===== config.mk =====
export PLATFORM = sky130hd
export DESIGN_NAME = frv_pipeline
export DESIGN_NICKNAME = d
export VERILOG_FILES = /design/src/rtl/frv_pkg.sv /design/src/rtl/frv_fetch.sv /design/src/rtl/frv_decode.sv /design/src/rtl/frv_execute.sv /design/src/rtl/frv_memory.sv /design/src/rtl/frv_gprs.sv /design/src/rtl/frv_mem_arbiter.sv /design/src/rtl/frv_pipeline.sv
export SDC_FILE = /design/constraint.sdc
export NUM_CORES = 2
export LEC_CHECK = 0
export BUFFER_PORTS_ARGS = -buffer_cell sky130_fd_sc_hd__buf_2
export CAP_MARGIN = 25
export CORE_UTILIZATION = 50
export DETAILED_ROUTE_END_ITERATION = 12
export HOLD_SLACK_MARGIN = 0.02
export PLACE_DENSITY = 0.76
export SETUP_SLACK_MARGIN = 0.05
export SLEW_MARGIN = 20
export SYNTH_ARGS = -nofsm -noshare
export SYNTH_HDL_FRONTEND = slang
export SYNTH_SLANG_ARGS = --single-unit

===== constraint.sdc =====
create_clock -name g_clk -period 9.29 [get_ports g_clk]
set_clock_uncertainty 0.2 [all_clocks]
set_input_delay 1.858 -clock g_clk [delete_from_list [all_inputs] [get_ports g_clk]]
set_output_delay 1.858 -clock g_clk [all_outputs]
set_load 0.01 [all_outputs]

===== src/rtl/frv_pkg.sv =====
/*
 * Widths, RV32I opcodes and the payload structs shared by the pipeline
 * stages, the memory arbiter and the testbench. Referenced by scoped name.
 */
`default_nettype none

package frv_pkg;

    // ----------------------------------------
    // Widths
    // ----------------------------------------
    localparam int XLEN   = 32;                     // Data and address width
    localparam int NREG   = 32;                     // Architectural registers
    localparam int REG_AW = $clog2(NREG);           // Register index width

    // ----------------------------------------
    // Encodings
    // ----------------------------------------
    localparam logic [6:0] OPC_OP_IMM = 7'b0010011; // ADDI
    localparam logic [6:0] OPC_OP     = 7'b0110011; // ADD, SUB
    localparam logic [6:0] OPC_LOAD   = 7'b0000011; // LW
    localparam logic [6:0] OPC_STORE  = 7'b0100011; // SW
    localparam logic [6:0] FUNCT7_SUB = 7'b0100000; // Picks SUB inside OPC_OP

    typedef enum logic [2:0] {
        NOP,                                        // Retires, writes nothing
        ADD,
        SUB,
        LOAD,
        STORE
    } uop_t;

    typedef struct packed {
        logic            wen;                       // Write when set
        logic [3:0]      strb;                      // Byte strobes
        logic [XLEN-1:0] addr;
        logic [XLEN-1:0] wdata;
    } mem_req_t;

    // Decode to execute
    typedef struct packed {
        logic [REG_AW-1:0] rd;                      // Zero when nothing written
        uop_t              uop;
        logic [XLEN-1:0]   opr_a;                   // rs1
        logic [XLEN-1:0]   opr_b;                   // rs2 or immediate
        logic [XLEN-1:0]   opr_c;                   // Store data
    } ex_t;

    // Execute to memory
    typedef struct packed {
        logic [REG_AW-1:0] rd;
        uop_t              uop;
        logic [XLEN-1:0]   result;                  // ALU result or address
        logic [XLEN-1:0]   wdata;                   // Store data
    } mem_t;

    typedef struct packed {
        logic              valid;
        logic [REG_AW-1:0] rd;
        logic [XLEN-1:0]   wdata;
        logic              load;                    // wdata not known yet
    } fwd_t;

    typedef struct packed {
        logic              wen;
        logic [REG_AW-1:0] rd;
        logic [XLEN-1:0]   wdata;
    } gpr_wr_t;

endpackage

`default_nettype wire


===== src/rtl/frv_fetch.sv =====
/*
 * Fetch stage. Reads one instruction word at a time over its arbiter
 * port and keeps it in a one-entry buffer until decode takes it.
 */
`timescale 1ns/1ns
`default_nettype none

module frv_fetch #(
    parameter logic [frv_pkg::XLEN-1:0] PC_RESET_VALUE = 32'h8000_0000
) (
    input  wire                     g_clk,
    input  wire                     rst,
    output logic                    bus_req,        // Read request
    output frv_pkg::mem_req_t       bus_out,
    input  wire                     bus_gnt,
    input  wire                     bus_rvalid,     // Read data strobe
    input  wire [frv_pkg::XLEN-1:0] bus_rdata,
    output logic                    s1_valid,
    output logic [31:0]             s1_instr,
    input  wire                     s1_busy
);

    logic                     running;              // Low in the reset cycle
    logic                     rd_pend;              // Granted, data not back
    logic                     buf_valid;
    logic [31:0]              buf_instr;
    logic [frv_pkg::XLEN-1:0] pc;

    // Ask only with nothing in flight and room in the buffer
    assign bus_req  = running && !rd_pend && !buf_valid;
    assign bus_out  = '{wen: 1'b0, strb: 4'b0000, addr: pc, wdata: '0};
    assign s1_valid = buf_valid;
    assign s1_instr = buf_instr;

    always_ff @(posedge g_clk) begin
        if (rst) begin
            running   <= 1'b0;
            rd_pend   <= 1'b0;
            buf_valid <= 1'b0;
            pc        <= PC_RESET_VALUE;
        end else begin
            running <= 1'b1;
            if (bus_req && bus_gnt) begin
                rd_pend <= 1'b1;
            end else if (bus_rvalid) begin
                rd_pend <= 1'b0;
            end
            if (bus_rvalid) begin
                buf_valid <= 1'b1;
                pc        <= pc + 32'd4;            // Next word
            end else if (!s1_busy) begin
                buf_valid <= 1'b0;                  // Decode took it
            end
        end
    end

    always_ff @(posedge g_clk) begin
        if (bus_rvalid) begin
            buf_instr <= bus_rdata;
        end
    end

    // Address must not move under an ungranted request
    assert property (@(posedge g_clk) disable iff (rst)
        bus_req && !bus_gnt |=> bus_req && $stable(bus_out.addr))
        else $error("fetch address moved before grant");

endmodule

`default_nettype wire


===== src/rtl/frv_decode.sv =====
/*
 * Decode stage. Turns ADDI, ADD, SUB, LW and SW into micro-ops, reads
 * and forwards source operands, and holds a bubble on a load-use hazard.
 */
`timescale 1ns/1ns
`default_nettype none

module frv_decode (
    input  wire                         g_clk,
    input  wire                         rst,
    input  wire                         s1_valid,
    input  wire [31:0]                  s1_instr,
    output logic                        s1_busy,
    output logic [frv_pkg::REG_AW-1:0]  rs1_addr,
    output logic [frv_pkg::REG_AW-1:0]  rs2_addr,
    input  wire [frv_pkg::XLEN-1:0]     rs1_rdata,
    input  wire [frv_pkg::XLEN-1:0]     rs2_rdata,
    input  wire frv_pkg::fwd_t          fwd_s2,     // From execute
    input  wire frv_pkg::fwd_t          fwd_s3,     // From memory
    input  wire frv_pkg::gpr_wr_t       gpr_wr,     // From writeback
    output logic                        s2_valid,
    output frv_pkg::ex_t                s2_data,
    input  wire                         s2_busy
);

    logic [6:0]               opcode;
    logic [2:0]               funct3;
    logic [6:0]               funct7;
    logic [frv_pkg::XLEN-1:0] imm_i;
    logic [frv_pkg::XLEN-1:0] imm_s;
    frv_pkg::uop_t            uop;
    logic                     writes_rd;
    logic                     use_rs2;              // ADD, SUB, SW
    logic [frv_pkg::XLEN-1:0] rs1_val;              // After forwarding
    logic [frv_pkg::XLEN-1:0] rs2_val;
    logic [frv_pkg::XLEN-1:0] opr_b;
    logic                     stall_rs1;
    logic                     stall_rs2;
    logic                     bubble;
    logic                     s2_free;

    // Youngest producer wins; top bit flags a load still in flight
    function automatic logic [frv_pkg::XLEN:0] bypass(
        input logic [frv_pkg::REG_AW-1:0] ra,
        input logic [frv_pkg::XLEN-1:0]   rf,
        input frv_pkg::fwd_t              f2,
        input frv_pkg::fwd_t              f3,
        input frv_pkg::gpr_wr_t           wb
    );
        if (ra == '0) begin
            return {1'b0, rf};                      // x0 never forwards
        end else if (f2.valid && f2.rd == ra) begin
            return {f2.load, f2.wdata};
        end else if (f3.valid && f3.rd == ra) begin
            return {f3.load, f3.wdata};
        end else if (wb.wen && wb.rd == ra) begin
            return {1'b0, wb.wdata};
        end
        return {1'b0, rf};
    endfunction

    assign opcode   = s1_instr[6:0];
    assign funct3   = s1_instr[14:12];
    assign funct7   = s1_instr[31:25];
    assign rs1_addr = s1_instr[19:15];
    assign rs2_addr = s1_instr[24:20];
    assign imm_i    = {{20{s1_instr[31]}}, s1_instr[31:20]};
    assign imm_s    = {{20{s1_instr[31]}}, s1_instr[31:25], s1_instr[11:7]};

    always_comb begin
        uop = frv_pkg::NOP;                         // Anything unknown
        if (opcode == frv_pkg::OPC_OP_IMM && funct3 == 3'b000) begin
            uop = frv_pkg::ADD;
        end else if (opcode == frv_pkg::OPC_OP && funct3 == 3'b000) begin
            if (funct7 == 7'b0000000) begin
                uop = frv_pkg::ADD;
            end else if (funct7 == frv_pkg::FUNCT7_SUB) begin
                uop = frv_pkg::SUB;
            end
        end else if (opcode == frv_pkg::OPC_LOAD && funct3 == 3'b010) begin
            uop = frv_pkg::LOAD;
        end else if (opcode == frv_pkg::OPC_STORE && funct3 == 3'b010) begin
            uop = frv_pkg::STORE;
        end
    end

    assign writes_rd = uop inside {frv_pkg::ADD, frv_pkg::SUB, frv_pkg::LOAD};
    assign use_rs2   = uop != frv_pkg::NOP &&
                       (opcode == frv_pkg::OPC_OP || opcode == frv_pkg::OPC_STORE);

    assign {stall_rs1, rs1_val} = bypass(rs1_addr, rs1_rdata, fwd_s2, fwd_s3, gpr_wr);
    assign {stall_rs2, rs2_val} = bypass(rs2_addr, rs2_rdata, fwd_s2, fwd_s3, gpr_wr);

    always_comb begin
        case (opcode)
            frv_pkg::OPC_OP:    opr_b = rs2_val;
            frv_pkg::OPC_STORE: opr_b = imm_s;      // Address offset
            default:            opr_b = imm_i;
        endcase
    end

    assign bubble  = s1_valid && ((stall_rs1 && uop != frv_pkg::NOP) ||
                                  (stall_rs2 && use_rs2));
    assign s2_free = !s2_valid || !s2_busy;
    assign s1_busy = !s2_free || bubble;

    always_ff @(posedge g_clk) begin
        if (rst) begin
            s2_valid <= 1'b0;
        end else if (s2_free) begin
            s2_valid <= s1_valid && !bubble;
        end
    end

    always_ff @(posedge g_clk) begin
        if (s2_free) begin
            s2_data.rd    <= writes_rd ? s1_instr[11:7] : '0;
            s2_data.uop   <= uop;
            s2_data.opr_a <= rs1_val;
            s2_data.opr_b <= opr_b;
            s2_data.opr_c <= rs2_val;               // SW data
        end
    end

endmodule

`default_nettype wire


===== src/rtl/frv_execute.sv =====
/*
 * Execute stage. One adder covers ADD, SUB and the load/store address;
 * the result is offered for forwarding and registered into the memory stage.
 */
`timescale 1ns/1ns
`default_nettype none

module frv_execute (
    input  wire                  g_clk,
    input  wire                  rst,
    input  wire                  s2_valid,
    input  wire frv_pkg::ex_t    s2_data,
    output logic                 s2_busy,
    output frv_pkg::fwd_t        fwd_s2,
    output logic                 s3_valid,
    output frv_pkg::mem_t        s3_data,
    input  wire                  s3_busy
);

    logic [frv_pkg::XLEN-1:0] result;
    logic                     s3_free;

    assign result  = (s2_data.uop == frv_pkg::SUB) ? s2_data.opr_a - s2_data.opr_b :
                                                     s2_data.opr_a + s2_data.opr_b;
    assign s3_free = !s3_valid || !s3_busy;
    assign s2_busy = !s3_free;                      // Held while memory stalls

    assign fwd_s2 = '{valid: s2_valid, rd: s2_data.rd, wdata: result,
                      load: s2_data.uop == frv_pkg::LOAD};

    always_ff @(posedge g_clk) begin
        if (rst) begin
            s3_valid <= 1'b0;
        end else if (s3_free) begin
            s3_valid <= s2_valid;
        end
    end

    always_ff @(posedge g_clk) begin
        if (s3_free) begin
            s3_data.rd     <= s2_data.rd;
            s3_data.uop    <= s2_data.uop;
            s3_data.result <= result;
            s3_data.wdata  <= s2_data.opr_c;
        end
    end

endmodule

`default_nettype wire


===== src/rtl/frv_memory.sv =====
/*
 * Memory stage and writeback register. Issues word loads and stores on
 * its arbiter port, then drives the register write and the retire pulse.
 */
`timescale 1ns/1ns
`default_nettype none

module frv_memory (
    input  wire                     g_clk,
    input  wire                     rst,
    input  wire                     s3_valid,
    input  wire frv_pkg::mem_t      s3_data,
    output logic                    s3_busy,
    output logic                    bus_req,
    output frv_pkg::mem_req_t       bus_out,
    input  wire                     bus_gnt,
    input  wire                     bus_rvalid,     // Load data strobe
    input  wire [frv_pkg::XLEN-1:0] bus_rdata,
    output frv_pkg::fwd_t           fwd_s3,
    output frv_pkg::gpr_wr_t        gpr_wr,
    output logic                    instr_ret
);

    logic                       is_load;
    logic                       is_store;
    logic                       ld_wait;            // Load granted, data due
    logic                       done;               // Item leaves this cycle
    logic                       wb_valid;
    logic [frv_pkg::REG_AW-1:0] wb_rd;
    logic [frv_pkg::XLEN-1:0]   wb_data;

    assign is_load  = s3_data.uop == frv_pkg::LOAD;
    assign is_store = s3_data.uop == frv_pkg::STORE;

    assign bus_req = s3_valid && (is_load || is_store) && !ld_wait;
    assign bus_out = '{wen: is_store, strb: {4{is_store}}, addr: s3_data.result,
                       wdata: s3_data.wdata};

    always_comb begin
        if (is_load) begin
            done = ld_wait && bus_rvalid;
        end else if (is_store) begin
            done = bus_req && bus_gnt;              // Store ends on grant
        end else begin
            done = 1'b1;
        end
    end

    assign s3_busy = s3_valid && !done;
    assign fwd_s3  = '{valid: s3_valid, rd: s3_data.rd, wdata: s3_data.result,
                       load: is_load};
    assign gpr_wr  = '{wen: wb_valid, rd: wb_rd, wdata: wb_data};

    always_ff @(posedge g_clk) begin
        if (rst) begin
            ld_wait   <= 1'b0;
            wb_valid  <= 1'b0;
            instr_ret <= 1'b0;
        end else begin
            if (bus_req && bus_gnt && is_load) begin
                ld_wait <= 1'b1;
            end else if (bus_rvalid) begin
                ld_wait <= 1'b0;
            end
            wb_valid  <= s3_valid && done;
            instr_ret <= wb_valid;                  // One pulse per retirement
        end
    end

    always_ff @(posedge g_clk) begin
        if (s3_valid && done) begin
            wb_rd   <= s3_data.rd;
            wb_data <= is_load ? bus_rdata : s3_data.result;
        end
    end

    // A granted load gets its data next cycle, with no request meanwhile
    assert property (@(posedge g_clk) disable iff (rst)
        bus_req && bus_gnt && is_load |=> bus_rvalid && !bus_req)
        else $error("memory stage request while load data pending");

endmodule

`default_nettype wire


===== src/rtl/frv_gprs.sv =====
/*
 * General purpose register file. Two combinational read ports and one
 * write port; x0 reads as zero and ignores writes.
 */
`timescale 1ns/1ns
`default_nettype none

module frv_gprs (
    input  wire                        g_clk,
    input  wire                        rst,
    input  wire [frv_pkg::REG_AW-1:0]  rs1_addr,
    input  wire [frv_pkg::REG_AW-1:0]  rs2_addr,
    input  wire frv_pkg::gpr_wr_t      gpr_wr,
    output logic [frv_pkg::XLEN-1:0]   rs1_rdata,
    output logic [frv_pkg::XLEN-1:0]   rs2_rdata
);

    logic [frv_pkg::XLEN-1:0] regs [1:frv_pkg::NREG-1];    // No storage for x0

    assign rs1_rdata = (rs1_addr == '0) ? '0 : regs[rs1_addr];
    assign rs2_rdata = (rs2_addr == '0) ? '0 : regs[rs2_addr];

    always_ff @(posedge g_clk) begin
        if (!rst && gpr_wr.wen && gpr_wr.rd != '0) begin
            regs[gpr_wr.rd] <= gpr_wr.wdata;
        end
    end

endmodule

`default_nettype wire


===== src/rtl/frv_mem_arbiter.sv =====
/*
 * Shares the single memory bus between the memory stage (port 0, higher
 * priority) and fetch (port 1). Routes read data back to the owner.
 */
`timescale 1ns/1ns
`default_nettype none

module frv_mem_arbiter (
    input  wire                      g_clk,
    input  wire                      rst,
    input  wire                      m0_req,        // Memory stage
    input  wire frv_pkg::mem_req_t   m0_out,
    output logic                     m0_gnt,
    output logic                     m0_rvalid,
    input  wire                      m1_req,        // Fetch
    input  wire frv_pkg::mem_req_t   m1_out,
    output logic                     m1_gnt,
    output logic                     m1_rvalid,
    output logic [frv_pkg::XLEN-1:0] rdata,
    output logic                     mem_req,
    output frv_pkg::mem_req_t        mem_out,
    input  wire                      mem_gnt,
    input  wire [frv_pkg::XLEN-1:0]  mem_rdata
);

    logic sel_m0;
    logic hold;                                     // Ungranted request on bus
    logic hold_m0;                                  // Whose request that was

    // Priority to m0 unless a request is already waiting
    assign sel_m0  = hold ? hold_m0 : m0_req;
    assign mem_req = sel_m0 ? m0_req : m1_req;
    assign mem_out = sel_m0 ? m0_out : m1_out;
    assign m0_gnt  = sel_m0 && m0_req && mem_gnt;
    assign m1_gnt  = !sel_m0 && m1_req && mem_gnt;
    assign rdata   = mem_rdata;

    always_ff @(posedge g_clk) begin
        if (rst) begin
            hold      <= 1'b0;
            hold_m0   <= 1'b0;
            m0_rvalid <= 1'b0;
            m1_rvalid <= 1'b0;
        end else begin
            hold      <= mem_req && !mem_gnt;
            hold_m0   <= sel_m0;
            m0_rvalid <= m0_gnt && !m0_out.wen;     // Read data due next cycle
            m1_rvalid <= m1_gnt && !m1_out.wen;
        end
    end

    assert property (@(posedge g_clk) disable iff (rst) !(m0_gnt && m1_gnt))
        else $error("both masters granted");

    // Bus request stays put until granted, whichever master owns it
    assert property (@(posedge g_clk) disable iff (rst)
        mem_req && !mem_gnt |=> mem_req && $stable(mem_out))
        else $error("bus request changed before grant");

endmodule

`default_nettype wire


===== src/rtl/frv_pipeline.sv =====
/*
 * Top level of the five-stage core. Wires fetch, decode, execute, memory
 * and the register file together, with one arbitrated memory bus out.
 */
`timescale 1ns/1ns
`default_nettype none

module frv_pipeline #(
    parameter logic [frv_pkg::XLEN-1:0] PC_RESET_VALUE = 32'h8000_0000
) (
    input  wire                     g_clk,
    input  wire                     rst,
    output logic                    mem_req,
    output frv_pkg::mem_req_t       mem_out,
    input  wire                     mem_gnt,
    input  wire [frv_pkg::XLEN-1:0] mem_rdata,
    output logic                    instr_ret       // One pulse per retirement
);

    // ----------------------------------------
    // Bus masters
    // ----------------------------------------
    logic                       fetch_req;
    frv_pkg::mem_req_t          fetch_out;
    logic                       fetch_gnt;
    logic                       fetch_rvalid;
    logic                       lsu_req;
    frv_pkg::mem_req_t          lsu_out;
    logic                       lsu_gnt;
    logic                       lsu_rvalid;
    logic [frv_pkg::XLEN-1:0]   bus_rdata;          // Shared read data

    // ----------------------------------------
    // Stage links
    // ----------------------------------------
    logic                       s1_valid;
    logic                       s1_busy;
    logic [31:0]                s1_instr;
    logic [frv_pkg::REG_AW-1:0] rs1_addr;
    logic [frv_pkg::REG_AW-1:0] rs2_addr;
    logic [frv_pkg::XLEN-1:0]   rs1_rdata;
    logic [frv_pkg::XLEN-1:0]   rs2_rdata;
    logic                       s2_valid;
    logic                       s2_busy;
    frv_pkg::ex_t               s2_data;
    frv_pkg::fwd_t              fwd_s2;
    frv_pkg::fwd_t              fwd_s3;
    logic                       s3_valid;
    logic                       s3_busy;
    frv_pkg::mem_t              s3_data;
    frv_pkg::gpr_wr_t           gpr_wr;

    frv_fetch #(
        .PC_RESET_VALUE(PC_RESET_VALUE)
    ) i_fetch (
        .bus_req    (fetch_req   ),
        .bus_out    (fetch_out   ),
        .bus_gnt    (fetch_gnt   ),
        .bus_rvalid (fetch_rvalid),
        .*
    );

    frv_decode i_decode (.*);

    frv_execute i_execute (.*);

    frv_memory i_memory (
        .bus_req    (lsu_req     ),
        .bus_out    (lsu_out     ),
        .bus_gnt    (lsu_gnt     ),
        .bus_rvalid (lsu_rvalid  ),
        .*
    );

    frv_gprs i_gprs (.*);

    frv_mem_arbiter i_arbiter (
        .m0_req     (lsu_req     ),                 // Memory stage first
        .m0_out     (lsu_out     ),
        .m0_gnt     (lsu_gnt     ),
        .m0_rvalid  (lsu_rvalid  ),
        .m1_req     (fetch_req   ),
        .m1_out     (fetch_out   ),
        .m1_gnt     (fetch_gnt   ),
        .m1_rvalid  (fetch_rvalid),
        .rdata      (bus_rdata   ),
        .*
    );

endmodule

`default_nettype wire


After elaboration in Yosys (flattened, before gate mapping)
Memory sizes are Yosys's and may differ from the RTL's. A register that Yosys moved wholly into a read port is not among the register bits.
Cells that the tools add are included.

word-level totals
  bits of input ports = 35
  RAM bits = 992
  flip-flop bits (word level) = 289
  memories kept = 1

memory list
  name         words  width  read ports  clocked after memory_dff  wr ports  line            source
  i_gprs.regs  31     32     2           2                         1         frv_gprs.sv:18  logic [frv_pkg::XLEN-1:0] regs [1:frv_pkg::NREG-1];

operators by class
  mux-type cells = 45
  reduce and logical (&&, ||, !) cells = 61
  eq/ne operators = 20
  add/sub/neg operators = 3

operator list
  operator                                              count
  two-way mux 33 bit                                    10
  two-way mux 32 bit                                    4
  two-way mux 69 bit                                    1
  case mux 32 bit (2 select lines)                      1
  logical AND 1 bit                                     33
  adder 32 x 3 -> 32 bit (second input constant)        1
  adder 32 bit                                          1
  subtractor 32 bit                                     1
  equality test 5 bit                                   6
  equality test 7 x 6 -> 1 bit (second input constant)  3
  two-way mux 1 bit                                     21
  equality test 3 x 2 -> 1 bit (second input constant)  6
  two-way mux 3 bit                                     5
  zero test 1 bit                                       13
  zero test 5 bit                                       2
  two-way mux 5 bit                                     2
  equality test 7 x 2 -> 1 bit (second input constant)  1
  equality test 7 x 5 -> 1 bit (second input constant)  1
  zero test 7 bit                                       1
  logical OR 1 bit                                      6
  nonzero test 3 bit                                    2
  nonzero test 5 bit                                    1
  nonzero test 2 bit                                    2
  equality test 3 x 1 -> 1 bit (second input constant)  1
  other kinds (4)                                       4

Depth between registers and ports, before layout
  depth after elaboration = 19
  depth in mapped cells = 19
  mapped depth without buffers = 18

Hierarchy
Synthesis repeated with hierarchy kept, for this count alone.

unflattened totals
  cells, all modules = 4334
  area, all modules = 64277.9 µm²

modules (own cells, without submodules)
  module           cells each  sequential area each (µm²)  instances  area each (µm²)
  frv_gprs         2738        29788.6                     1          46602.2
  frv_decode       609         3143.0                      1          6341.1
  frv_execute      417         2182.1                      1          4630.7
  frv_fetch        245         1621.6                      1          2750.1
  frv_memory       199         1171.1                      1          2630.0
  frv_mem_arbiter  126         80.1                        1          1323.8

Worst setup path after synthesis
OpenSTA, ideal clock, no wires.

  path kind = input port to flip-flop
  from = input mem_gnt
  to = register i_fetch.buf_valid (netlist: i_fetch.s1_valid)
  library setup time = 0.261 ns
  arrival = 4.833 ns
  stages on the path = 6
  data required time = 8.829 ns
  setup slack = 3.996 ns
  buffers on the path = 0
  cell sequence = nand2_1 -> a21oi_1 -> o21ai_0 -> and2_1 -> nand2_1 -> a311oi_1

between the ends
  cells in the longest elaborated chain, start to end = 12

RTL lines
  item                                     line                   source
  start, declared                          frv_pipeline.sv:15     input wire mem_gnt,
  logical AND 1 bit                        frv_mem_arbiter.sv:34  assign m0_gnt = sel_m0 && m0_req && mem_gnt;
  logical AND 1 bit                        frv_memory.sv:43       done = bus_req && bus_gnt;
  two-way mux 1 bit                        frv_memory.sv:42       end else if (is_store) begin
  two-way mux 1 bit                        frv_memory.sv:40       if (is_load) begin
  zero test 1 bit                          frv_memory.sv:49       assign s3_busy = s3_valid && !done;
  logical AND 1 bit                        frv_memory.sv:49
  zero test 1 bit                          frv_execute.sv:25      assign s3_free = !s3_valid || !s3_busy;
  logical OR 1 bit                         frv_execute.sv:25
  logical OR 1 bit                         frv_decode.sv:104      assign s2_free = !s2_valid || !s2_busy;
  net i_decode.s2_free                     frv_decode.sv:40       logic s2_free;
  zero test 1 bit                          frv_decode.sv:105      assign s1_busy = !s2_free || bubble;
  logical OR 1 bit                         frv_decode.sv:105
  != test 2 x 1 -> 1 bit (no source line)  -
  end signal, assigned                     frv_fetch.sv:39        buf_valid <= 1'b0;
  end signal, assigned                     frv_fetch.sv:49        buf_valid <= 1'b1;
  end signal, assigned                     frv_fetch.sv:52        buf_valid <= 1'b0;
  end, declared                            frv_fetch.sv:25        logic buf_valid;

The timed path passes the listed nets, and every way through them passes these cells.
A chain may end at the register's enable or synchronous reset.

==> reports/summary.txt <==
run status: completed
Gate power share: 7.6%
Chip Width: 353.8 µm
CTS Hold Bufs: 0
Final TNS setup: 0 ns
clock sink count: 1289
CTS root buffer: clkbuf_16
CTS HTree Levels: 4
WL final: 178500 µm
dpl cells: 5186
EDFF count, synth: 1237
switching pwr: 3.023 mW
fin area: 68950 µm²
Cell Area, Placed: 64280 µm²
Pint: 9.951 mW
Finished Core Util: 56.43%
Final Cycle Share: 62.09%
RSZ-0062 raised after global routing: no
grt ovf: 0
CTS tree: yes
#FFs+latches synth: 1289
critical path startpoint category: register
CP Max Fanout: 66
Post-synth top flop: edfxtp_1
Worst Setup Slack, final: 3.522 ns
sw frac: 23.30%
final RePlAce weighted congestion: 0.9987
first-pass GRT wire length: 258200 µm
commonest non-fill, non-tap cell in the layout: edfxtp_1
Hold Crit Class: reg -> reg
Clock power frac: 41.3%
critical path endpoint category: primary output
WS Path Type: reg -> out
Final Hold Violating Endpoints: 0
final net count: 3784
Crit path required time: 7.23 ns
initial antenna violation count: 4
DRC: 0
dpl ws: 3.901 ns
hpwl dp: 108800 µm
GR Util All Layers: 28.63%
mapped cell area: 61870 µm²
syn_area_per_cell: 17.02 µm²
Pwr per Cell Area: 188.2 nW/µm²
Flop pwr share: 51.1%
cts repair resizes: 0
Fillers: 9067
Critical Path AT: 3.71 ns
clk buf depth: 3
Final Total Pwr: 12.97 mW
io pins: 106
non-filler instance count after layout: 5448
Leak Pwr: 22.76 nW
Worst IR Drop VDD: 0.2346 mV
syn_nets: 3705
Initial DRT Pass Iterations: 6
antenna viol nets, final: 0
# port buffers: 105
synthesis-to-layout area growth: 11.45%
largest net degree at the start of global routing: 108
Post-synth ARST share: 0%
Final Max Tran Viols: 0
std cell rows: 128
Vias/cell: 6.844
later-pin clock latency in the skew report: 0.76 ns
post-CTS setup buffer count: 0
DRT iter0 DRCs: 5694
layout cells sized above 1: 28.55%
Fmax achieved: 0.1734 GHz
Die H: 353.8 µm
die area: 125200 µm²
core area: 122200 µm²
YS warnings: 0
most frequent cells in the layout: 1237 x edfxtp_1, 548 x mux4_2, 202 x nand2_1
MaxCap Viol Count: 0
Final setup viols: 0
Initial Util: 50.63%
fin crit period: 5.768 ns
Clock Pin Slew Worst Setup and Hold Paths: 0.06 ns
normalized max-slew margin: 28.35%
Distinct cells, synth: 75
hold_ws: 0.2181 ns
vias in the first global route: 36993
drt wl/cell: 32.76 µm
CTS buffer count: 131
Synth Instances: 3636
Worst-Margin Slew: 1.075 ns
Via Count: 37287
sequential fraction of the synthesis area: 61.72%
## final cells by class
cell class	count	area, µm²	share of cell area [%]
Timing Repair Buffer	213	1647	2.388
Antenna cell	1	2.502	0.003629
Clock buffer	150	3413	4.950
Tap cell	1625	2033	2.949
Sequential cell	1289	38220	55.43
Clock inverter	90	930.9	1.350
Inverter	33	125.1	0.1815
Multi-Input combinational cell	2047	22580	32.75
## worst paths after layout
| check | endpoint | from | depth (start not counted) | slack (ns) |
|---|---|---|---|---|
| setup / recovery | mem_out[38] | i_execute.s3_data[65] | 9 | 3.52 |
| setup reg to reg | i_decode.s2_data[57] | i_decode.s2_data[34] | 16 | 4.00 |
| hold reg to reg | i_execute.s3_data[3] | i_decode.s2_data[3] | 0 | 0.22 |
| hold / removal | i_execute.s3_data[3] | i_decode.s2_data[3] | 0 | 0.22 |
## synthesized netlist by cell type (6+ instances only)
| cell | instances | area share [%] |
|---|---|---|
| a211o_1 | 7 | 0.099 |
| a211oi_1 | 108 | 1.3 |
| a21o_1 | 22 | 0.27 |
| a21oi_1 | 137 | 1.1 |
| a22oi_1 | 7 | 0.085 |
| a31o_2 | 7 | 0.099 |
| a31oi_1 | 16 | 0.16 |
| and2_1 | 17 | 0.17 |
| and3_1 | 17 | 0.17 |
| and4_1 | 6 | 0.085 |
| buf_1 | 25 | 0.15 |
| buf_2 | 64 | 0.52 |
| buf_4 | 32 | 0.39 |
| buf_6 | 8 | 0.15 |
| clkbuf_1 | 137 | 0.83 |
| dfxtp_1 | 52 | 1.7 |
| edfxtp_1 | 1237 | 60 |
| ha_1 | 33 | 0.67 |
| inv_1 | 33 | 0.20 |
| mux2_2 | 55 | 1.0 |
| mux2i_1 | 192 | 3.1 |
| mux4_2 | 548 | 20 |
| nand2_1 | 203 | 1.2 |
| nand2b_1 | 10 | 0.10 |
| nand3_1 | 29 | 0.23 |
| nand3b_1 | 6 | 0.073 |
| nand4_1 | 14 | 0.14 |
| nor2_1 | 233 | 1.4 |
| nor2b_1 | 47 | 0.48 |
| nor3_1 | 18 | 0.15 |
| nor3b_1 | 9 | 0.11 |
| nor4_1 | 9 | 0.091 |
| o211ai_1 | 13 | 0.16 |
| o21a_1 | 6 | 0.073 |
| o21ai_0 | 65 | 0.53 |
| o22ai_1 | 8 | 0.081 |
| or3_1 | 9 | 0.091 |
| or4_1 | 6 | 0.073 |
| xnor2_1 | 53 | 0.75 |
| xor2_1 | 57 | 0.81 |
## power by group through the flow
stage,logic (mW),registers [mW],clock network [mW]
final,0.990,6.63,5.35
after detailed placement,0.966,6.74,0
after global routing,1.05,6.63,5.59
after CTS,0.972,6.62,5.40
after global placement,0.955,6.75,0
after floorplan,0.729,6.60,0
## kinds of logic after synthesis
| logic type | count (synthesis) | share of synthesized area, % |
|---|---|---|
| AO/OA/AOI/OAI | 455 | 4.811 |
| XOR/XNOR | 110 | 1.557 |
| adder cells (fa/ha/maj) | 34 | 0.6997 |
| buffers and inverters | 300 | 2.243 |
| flip-flops | 1289 | 61.72 |
| multiplexers | 795 | 24.05 |
| AND/OR/NAND/NOR | 653 | 4.916 |
## per-layer routing
layer	GRT usage [%]	vias to the layer above	wire length, µm
li1	-	15056	-
met1	37.01	19173	62320
met2	45.41	2571	84950
met3	5.943	483	20020
met4	16.14	4	11180
met5	0	-	32
## sequential cells by signal, indices dropped and copies added, names as in the netlist, named ones only
name / cells
i_memory.wb_data: 32
i_arbiter.hold: 1
i_gprs.regs: 992
i_memory.wb_valid: 1
i_memory.wb_rd: 5
i_fetch.running: 1
i_fetch.rd_pend: 1
i_memory.ld_wait: 1
i_arbiter.m0_rvalid: 1
i_arbiter.m1_rvalid: 1
i_decode.s2_data: 104
i_decode.s2_valid: 1
i_arbiter.hold_m0: 1
i_fetch.s1_instr: 32
i_fetch.pc: 30
i_execute.s3_data: 72
i_memory.instr_ret: 1
i_fetch.s1_valid: 1
i_execute.s3_valid: 1
## critical path, stage by stage, from the launching register on
cell and delay (ns):
edfxtp_1 0.39, nand2_1 0.14, or2_2 0.75, nand2_1 0.11, nand2_1 0.13, nor2_1 0.07
a21oi_4 0.12, buf_4 0.59, mux2_2 0.42, buf_2 0.14
No activity file was read; power rests on OpenSTA's default activity.
